===== src/verilog/ft245_pkg.sv =====
// ft245 bridge shared definitions
package ft245_pkg;

	// one byte on the chip bus and in both FIFOs
	typedef logic [7:0] byte_t;

	// FIFO geometry
	localparam int FIFO_ADDR_W = 9;
	localparam int FIFO_DEPTH = 2 ** FIFO_ADDR_W;

	// extra msb tells a full FIFO from an empty one
	typedef logic [FIFO_ADDR_W:0] fifo_ptr_t;

	// full rises early so the byte still strobed in by the chip has a slot.
	// the rx side therefore never holds more than FIFO_DEPTH - 1 bytes
	localparam fifo_ptr_t FIFO_FULL_LEVEL = fifo_ptr_t'(FIFO_DEPTH - 2);

	// phy controller states
	typedef enum logic [2:0] {
		IDLE,
		READ_OE,
		READ,
		WRITE_FETCH,
		WRITE
	} phy_state_t;

endpackage

===== src/verilog/ft245_phy_ctrl.sv =====
// ft245 phy controller
`timescale 1ns/1ps

module ft245_phy_ctrl (
	input  logic             ftdi_clk,
	input  logic             rst,

	// chip side
	input  logic             ftdi_rde_n,
	input  logic             ftdi_txe_n,
	input  logic             ftdi_suspend_n,
	input  ft245_pkg::byte_t ftdi_data_in,
	output logic             ftdi_rd_n,
	output logic             ftdi_wr_n,
	output logic             ftdi_oe_n,
	output ft245_pkg::byte_t ftdi_data_out,

	// receive FIFO write port
	output logic             rx_wr,
	output ft245_pkg::byte_t rx_data,
	input  logic             rx_full,

	// transmit FIFO read port
	output logic             tx_rd,
	input  ft245_pkg::byte_t tx_data,
	input  logic             tx_empty
);

	ft245_pkg::phy_state_t state;

	logic rd_start;
	logic wr_start;
	logic wr_accept;
	logic wr_more;

	// chip has data, we have room and the link is awake
	assign rd_start = !ftdi_rde_n && !rx_full && ftdi_suspend_n;

	// chip can take data and we have some to give
	assign wr_start = !ftdi_txe_n && !tx_empty && ftdi_suspend_n;

	// byte taken by the chip at this edge
	assign wr_accept = (state == ft245_pkg::WRITE) && !ftdi_wr_n && !ftdi_txe_n;

	// keep streaming unless the tx FIFO drained or the chip wants to send
	assign wr_more = wr_accept && !tx_empty && ftdi_rde_n;

	// every edge with rd_n and rde_n low hands over exactly one byte
	assign rx_wr = !ftdi_rd_n && !ftdi_rde_n;
	assign rx_data = ftdi_data_in;

	// tx FIFO output register holds the byte on the bus,
	// it only moves on tx_rd so a txe_n stall keeps it in place
	assign tx_rd = (state == ft245_pkg::WRITE_FETCH) || wr_more;
	assign ftdi_data_out = tx_data;

	always_ff @(posedge ftdi_clk) begin
		if (rst) begin
			state <= ft245_pkg::IDLE;
			ftdi_rd_n <= 1'b1;
			ftdi_wr_n <= 1'b1;
			ftdi_oe_n <= 1'b1;
		end else begin
			case (state)
				ft245_pkg::IDLE: begin
					// reads win over writes
					if (rd_start) begin
						ftdi_oe_n <= 1'b0;
						state <= ft245_pkg::READ_OE;
					end else if (wr_start) begin
						state <= ft245_pkg::WRITE_FETCH;
					end
				end

				ft245_pkg::READ_OE: begin
					// one turnaround cycle between oe_n and rd_n
					ftdi_rd_n <= 1'b0;
					state <= ft245_pkg::READ;
				end

				ft245_pkg::READ: begin
					if (ftdi_rde_n || rx_full) begin
						// chip ran dry or rx FIFO near full
						ftdi_rd_n <= 1'b1;
						ftdi_oe_n <= 1'b1;
						state <= ft245_pkg::IDLE;
					end else begin
						ftdi_rd_n <= 1'b0;
					end
				end

				ft245_pkg::WRITE_FETCH: begin
					// byte shows up on the bus next cycle
					ftdi_wr_n <= ftdi_txe_n;
					state <= ft245_pkg::WRITE;
				end

				ft245_pkg::WRITE: begin
					if (wr_accept) begin
						if (wr_more) begin
							ftdi_wr_n <= 1'b0;
						end else begin
							ftdi_wr_n <= 1'b1;
							state <= ft245_pkg::IDLE;
						end
					end else begin
						// stalled, hold the byte and strobe again once txe_n drops
						ftdi_wr_n <= ftdi_txe_n;
					end
				end

				default: begin
					ftdi_rd_n <= 1'b1;
					ftdi_wr_n <= 1'b1;
					ftdi_oe_n <= 1'b1;
					state <= ft245_pkg::IDLE;
				end
			endcase
		end
	end

	// rd_n only low after oe_n has already turned the bus around
	a_rd_after_oe: assert property (
		@(posedge ftdi_clk) disable iff (rst)
		!ftdi_rd_n |-> (!ftdi_oe_n && $past(!ftdi_oe_n))
	) else $error("ft245_phy_ctrl: rd_n low without oe_n turnaround");

	// never strobe a write while the chip drives the bus
	a_no_bus_fight: assert property (
		@(posedge ftdi_clk) disable iff (rst)
		!ftdi_wr_n |-> ftdi_oe_n
	) else $error("ft245_phy_ctrl: wr_n and oe_n both low");

	// tx_empty cannot rise between the check in IDLE and the fetch
	a_tx_rd_not_empty: assert property (
		@(posedge ftdi_clk) disable iff (rst)
		tx_rd |-> !tx_empty
	) else $error("ft245_phy_ctrl: tx_rd while tx FIFO empty");

endmodule


===== config.mk =====
export PLATFORM = sky130hd
export DESIGN_NAME = ft245_phy_ctrl
export DESIGN_NICKNAME = d
export VERILOG_FILES = /design/src/verilog/ft245_pkg.sv /design/src/verilog/ft245_phy_ctrl.sv
export SDC_FILE = /design/constraint.sdc
export NUM_CORES = 1
export LEC_CHECK = 0
export BUFFER_PORTS_ARGS = -buffer_cell sky130_fd_sc_hd__clkbuf_2
export CAP_MARGIN = 0
export CELL_PAD_IN_SITES_DETAIL_PLACEMENT = 0
export CELL_PAD_IN_SITES_GLOBAL_PLACEMENT = 2
export CORE_MARGIN = 3
export CORE_UTILIZATION = 18
export CTS_CLUSTER_DIAMETER = 150
export DETAILED_ROUTE_END_ITERATION = 16
export GPL_TIMING_DRIVEN = 0
export HOLD_SLACK_MARGIN = 0.15
export PLACE_DENSITY_LB_ADDON = 0.1
export SYNTH_ARGS = -nofsm -noshare
export SYNTH_HDL_FRONTEND = slang
export SYNTH_SLANG_ARGS = --single-unit

===== constraint.sdc =====
create_clock -name ftdi_clk -period 1.57 [get_ports ftdi_clk]
set_clock_uncertainty 0.2 [all_clocks]
set_input_delay 0.157 -clock ftdi_clk [delete_from_list [all_inputs] [get_ports ftdi_clk]]
set_output_delay 0.157 -clock ftdi_clk [all_outputs]
set_load 0.05 [all_outputs]

==> results.sh, run 1 <==
export IMPL_status="finished, violations left"
export IMPL_failed_checks="negative setup slack"
export IMPL_synth_fa_ha_area_share_pct=0
export IMPL_min_to="state[1]"
export IMPL_slowest_delay_ns=0.34
export IMPL_setup_viol=1
export IMPL_drt_pass1_iterations=4
export IMPL_finalHoldViolCount=0
export IMPL_grt_pass1_wl_mm=2.401
export IMPL_grt_max_degree=11
export IMPL_placementRows=18
export IMPL_ant_nets=0
export IMPL_routed_wl_mm=1.461
export IMPL_area_growth_pct=65.29
export IMPL_synth_flop_cell="dfxtp_1"
export IMPL_ir_drop_uv=475.1
export IMPL_dieHeight_um=59.52
export IMPL_worst_slew_pin_slew_ns=0.4663
export IMPL_nets=120
export IMPL_fin_ws_ns=-0.07498
export IMPL_reg2regPathDepth=4
export IMPL_worstPathMaxFanout=10
export IMPL_drc=0
export IMPL_timing_rr_end="state[0]"
export IMPL_clock_sinks=6
export IMPL_clock_fmax_mhz=607.9
export IMPL_path_buf_inv=2
export IMPL_whs_path_depth=4
export IMPL_synth_seq_area_share_pct=23.30
export IMPL_slew_headroom_pct=68.84
export IMPL_routabilityCongestion=0.7030
export IMPL_async_reset_ff_share_pct=0
export IMPL_pre_cts_ws_ns=-0.1357
export IMPL_die_area_um2=3542
export IMPL_crit_arrival_ns=1.29
export IMPL_p_sw_share_pct=43.42
export IMPL_syn_num_nets=82
export IMPL_synth_mux_area_share_pct=0
export IMPL_fin_crit_sh_pct=104.8
export IMPL_drive_gt1_share_pct=72.63
export IMPL_synth_seq_cells=6
export IMPL_place_area_um2=723.2
export IMPL_p_int_mw=0.4360
export IMPL_clock_latency_ns=0.25
export IMPL_p_per_area_nw_per_um2=904.3
export IMPL_power_mw=0.7705
export IMPL_dp_hpwl_mm=1.150
export IMPL_cp_data_required_time_ns=1.21
export IMPL_post_drt_wl_per_cell_um=11.69
export IMPL_cap_violations=0
export IMPL_end_kind="output port"
export IMPL_grt_overflow_total=0
export IMPL_antenna_cells=0
export IMPL_power_frac_comb_pct=54.2
export IMPL_cts_tree="built"
export IMPL_power_switching_mw=0.3346
export IMPL_hold_path_class="in2reg"
export IMPL_vias_per_cell=4.296
export IMPL_crit_start="state[2]"
export IMPL_syn_inst=59
export IMPL_holdCritStartpoint="tx_empty"
export IMPL_synth_xor_area_share_pct=0
export IMPL_hold_buffers=2
export IMPL_drv_slew=0
export IMPL_rrSetupSlack_ns=0.05
export IMPL_antenna_found_initial=0
export IMPL_cts_made_buffers=3
export IMPL_synth_area_per_cell_um2=8.737
export IMPL_fin_setup_tns_ns=-0.07498
export IMPL_clockBufferDepth=2
export IMPL_criticalPathCategory="reg2out"
export IMPL_synth_compound_area_share_pct=31.31
export IMPL_rsz0062_at_grt="true"
export IMPL_pin_count=44
export IMPL_startpoint_type="register"
export IMPL_slowest_stage="dfxtp_4"
export IMPL_synth_simple_area_share_pct=16.02
export IMPL_design_core_area_um2=2590
export IMPL_synth_enable_flop_cells=0
export IMPL_synth_top_family_by_area="compound AO/OA/AOI/OAI gates"
export IMPL_start_util_pct=19.90
export IMPL_finalCriticalPeriod_ns=1.645
export IMPL_grt_pass1_vias=557
export IMPL_clkTransAtPathRegs_ns=0.05
export IMPL_yosysWarnings=0
export IMPL_die_w_um=59.52
export IMPL_grt_usage_pct=8.771
export IMPL_r2r_start="state[0]"
export IMPL_vias=537
export IMPL_syn_area_um2=515.5
export IMPL_leakage_nw=0.4181
export IMPL_design_area_um2=852.1
export IMPL_crit_chain="buf_6, or2_4, o41ai_4, clkbuf_8"
export IMPL_seqPwrFrac_pct=26.6
export IMPL_port_buffers=27
export IMPL_ctsRootBufferMaster="clkbuf_4"
export IMPL_crit_family="buffers and inverters"
export IMPL_clockPowerShare_pct=19.2
export IMPL_synth_cell_types=29
export IMPL_htreeDepth=1
export IMPL_dr_first_iter_drc_count=3
[cell usage after synthesis (2+ instances only)]
library cell / number / area share, %
a21o_1: 2 / 2.9
a211o_1: 2 / 3.4
dfxtp_1: 6 / 23
nand2_1: 3 / 2.2
o21ai_0: 2 / 1.9
buf_4: 16 / 23
nor2_1: 2 / 1.5
inv_1: 4 / 2.9
o311ai_0: 2 / 3.4
[tightest hold or removal path, stage by stage]
cell	delay (ns)
clkbuf_2	0.09
nor3b_1	0.08
nand2_1	0.09
o32ai_2	0.06
[cell families after synthesis]
group           Yosys count
buf+inv                  22
flops                     6
simple gates             14
compound gates           17
[through the flow]
stage | instances | hold slack (ns) | util (%)
floorplan | 59 | 0.02232 | -
detailed placement | 116 | 0.2169 | 27.92
CTS | 123 | 0.05174 | 31.40
global route | 125 | 0.1055 | 32.90
finish | 125 | 0.06595 | 32.90
global placement | 116 | 0.2109 | 27.92
[metal layers]
metal,global-route usage [%],part of all wire [%],up-vias
met1,10.82,42,232
li1,-,-,276
met5,0,0,-
met2,14.51,48,29
met4,0.9494,0,0
met3,3.922,9.9,0
[repair_timing]
item,4_1_cts,5_1_grt
resized for setup,9,7
endpoints found under the setup margin,1,5
setup buffers,2,3
pin swaps,1,2
hold endpoints to repair,6,1
[placed cells by master (no fill, tap or decap)]
| master | count |
|---|---|
| clkbuf_2 | 26 |
| buf_4 | 20 |
| inv_1 | 4 |
| clkbuf_4 | 3 |
| buf_6 | 2 |
| nand2_2 | 2 |
| or2_4 | 2 |
| a2111oi_4 | 2 |
| a21o_1 | 2 |
| a211o_1 | 2 |
| dfxtp_1 | 2 |
| dfxtp_2 | 2 |
| dlygate4sd3_1 | 2 |
| dfxtp_4 | 2 |
| nor2_1 | 1 |
| nor2_4 | 1 |
| nand2b_1 | 1 |
| o41ai_4 | 1 |
| nor4b_1 | 1 |
| a21oi_1 | 1 |
| nor2_2 | 1 |
| a211o_4 | 1 |
| nor3b_1 | 1 |
| nand2_1 | 1 |
| o32ai_2 | 1 |
| nor4_1 | 1 |
| o21ai_0 | 1 |
| o21ai_1 | 1 |
| o311ai_1 | 1 |
| nor2b_1 | 1 |
| o2111ai_1 | 1 |
| and3_2 | 1 |
| a311o_1 | 1 |
| o311ai_0 | 1 |
| a211oi_2 | 1 |
| clkbuf_8 | 1 |
[worst max-delay path by stage]
stage               endpoint  slack (ns)  cells past startpoint
finish                 tx_rd       -0.07                      4
global placement       tx_rd       -0.13                      4
global route           tx_rd       -0.13                      4
CTS                    tx_rd        -0.1                      5
detailed placement     tx_rd       -0.14                      4
floorplan              tx_rd       0.005                      4
[power groups by stage]
stage | Sequential [mW] | Combinational, mW | Clock (mW)
floorplan | 0.241 | 0.256 | 0
global placement | 0.201 | 0.371 | 0
detailed placement | 0.201 | 0.370 | 0
CTS | 0.197 | 0.394 | 0.155
global route | 0.209 | 0.447 | 0.168
finish | 0.205 | 0.417 | 0.148
[sequential cells by signal, indices dropped and copies added, names as in the netlist]
register	count
ftdi_oe_n	1
ftdi_rd_n	1
ftdi_wr_n	1
state	3
[area by class of cell]
type	count	area, µm²
well taps	30	37.54
repair buffers	34	205.2
inverters	4	15.01
plain buffers	17	131.4
flip-flops and latches	6	130.1
clock buffers	3	22.52
fillers	278	1738
multi-input cells	31	310.3
Note: power is estimated with default switching activity, not from simulation.
==> inputs of run 2 (changes only) <==
Settings changed: SKIP_LAST_GASP set to 1.
==> results.sh, run 2 (synthesized netlist as in run 1, its figures left out) <==
export IMPL_status="finished, violations left"
export IMPL_failed_checks="negative setup slack"
export IMPL_nets=120
export IMPL_crit_end="tx_rd"
export IMPL_final_cell_mix="clkbuf_2, buf_4, inv_1, dlygate4sd3_1"
export IMPL_die_area_um2=3542
export IMPL_clock_fmax_mhz=611.9
export IMPL_clock_latency_ns=0.25
export IMPL_rrSetupSlack_ns=0.04
export IMPL_vias_per_cell=4.312
export IMPL_ctsRootBufferMaster="clkbuf_4"
export IMPL_timing_rr_end="state[2]"
export IMPL_criticalPathCategory="reg2out"
export IMPL_finalHoldViolCount=0
export IMPL_drt_pass1_iterations=2
export IMPL_hold_path_class="in2reg"
export IMPL_design_core_area_um2=2590
export IMPL_grt_max_degree=11
export IMPL_vias=539
export IMPL_grt_overflow_total=0
export IMPL_start_util_pct=19.90
export IMPL_antenna_cells=0
export IMPL_use_met1_pct=10.95
export IMPL_pin_count=44
export IMPL_crit_start="state[2]"
export IMPL_clockBufferDepth=2
export IMPL_dp_hpwl_mm=1.150
export IMPL_slew_headroom_pct=72.82
export IMPL_antenna_found_initial=0
export IMPL_routabilityCongestion=0.7030
export IMPL_place_area_um2=723.2
export IMPL_dr_first_iter_drc_count=5
export IMPL_rsz0062_at_grt="true"
export IMPL_crit_arrival_ns=1.28
export IMPL_cts_tree="built"
export IMPL_fin_ws_ns=-0.06434
export IMPL_fin_crit_sh_pct=104.1
export IMPL_power_mw=0.7415
export IMPL_busiest_layer="met2"
export IMPL_cts_made_buffers=3
export IMPL_largest_reg_flops=3
export IMPL_area_growth_pct=63.11
export IMPL_regMostFlops="state"
export IMPL_routed_wl_mm=1.430
export IMPL_grt_usage_pct=8.860
export IMPL_port_buffers=27
export IMPL_die_w_um=59.52
export IMPL_post_drt_wl_per_cell_um=11.44
export IMPL_dieHeight_um=59.52
export IMPL_cp_data_required_time_ns=1.21
export IMPL_ant_nets=0
export IMPL_drc=0
export IMPL_clock_sinks=6
export IMPL_finalCriticalPeriod_ns=1.634
export IMPL_grtUsageMet2_pct=14.66
export IMPL_grt_pass1_wl_mm=2.421
export IMPL_worst_slew_pin_slew_ns=0.4025
export IMPL_placementRows=18
export IMPL_drive_gt1_share_pct=69.47
export IMPL_clkTransAtPathRegs_ns=0.05
export IMPL_ir_drop_uv=439.8
export IMPL_p_per_area_nw_per_um2=881.9
export IMPL_leakage_nw=0.4123
export IMPL_r2r_start="state[1]"
export IMPL_grt_use_met3_pct=3.922
export IMPL_cap_violations=0
export IMPL_pre_cts_ws_ns=-0.1357
export IMPL_worstPathMaxFanout=10
export IMPL_reg2regPathDepth=4
export IMPL_startpoint_type="register"
export IMPL_drv_slew=0
export IMPL_grt_pass1_vias=560
export IMPL_design_area_um2=840.8
export IMPL_final_common_cell="clkbuf_2"
export IMPL_setup_viol=1
export IMPL_end_kind="output port"
export IMPL_fillers=282
export IMPL_htreeDepth=1
[run 2: worst min-delay path by stage]
stage | startpoint | endpoint | slack (ns) | cells past startpoint
after global routing | ftdi_txe_n | state[1] | 0.16 | 4
after CTS | ftdi_txe_n | state[1] | 0.12 | 4
after floorplan | rst | state[2] | 0.02 | 1
after global placement | rst | state[2] | 0.21 | 2
after detailed placement | rst | state[2] | 0.22 | 2
final | ftdi_txe_n | state[1] | 0.12 | 4
[run 2: layer usage]
layer	wire [µm]	part of all wire (%)	vias up
met3	142	9.9	0
met4	0	0	0
met5	0	0	-
li1	-	-	275
met2	666	47	27
met1	621	43	237
[run 2: critical path, cell delays in order, from the launching register on]
cell      delay (ns)
dfxtp_4         0.34
buf_6           0.14
or2_4           0.27
o41ai_4         0.05
clkbuf_8        0.24
[run 2: what timing repair did]
item | 4_1_cts | 5_1_grt
endpoints found under the hold margin | 4 | 0
endpoints found under the setup margin | 1 | 6
resized for setup | 7 | 6
hold buffers | 4 | 0
pin swaps | 0 | 1
setup buffers | 2 | 1
[run 2: report_power, final]
part           internal [mW]  switching [mW]
sequential             0.176          0.0267
clock                 0.0869          0.0620
combinational          0.153           0.237
total                  0.416           0.325
[run 2: cell type report]
| cell class | instances | area (µm²) | area share (%) |
|---|---|---|---|
| inverters | 4 | 15.01 | 1.786 |
| repair buffers | 34 | 206.4 | 24.55 |
| well taps | 30 | 37.54 | 4.464 |
| flip-flops and latches | 6 | 132.6 | 15.77 |
| multi-input cells | 31 | 295.3 | 35.12 |
| plain buffers | 17 | 131.4 | 15.63 |
| clock buffers | 3 | 22.52 | 2.679 |
[run 2: per-stage QoR]
stage | util (%) | hold slack [ns] | TNS (ns) | cells
2_1_floorplan | - | 0.02232 | 0 | 59
3_3_place_gp | 27.92 | 0.2109 | -0.1314 | 116
3_5_place_dp | 27.92 | 0.2169 | -0.1357 | 116
4_1_cts | 31.69 | 0.1172 | -0.2951 | 125
5_1_grt | 32.46 | 0.1554 | -0.2043 | 125
6_report | 32.46 | 0.1161 | -0.06434 | 125
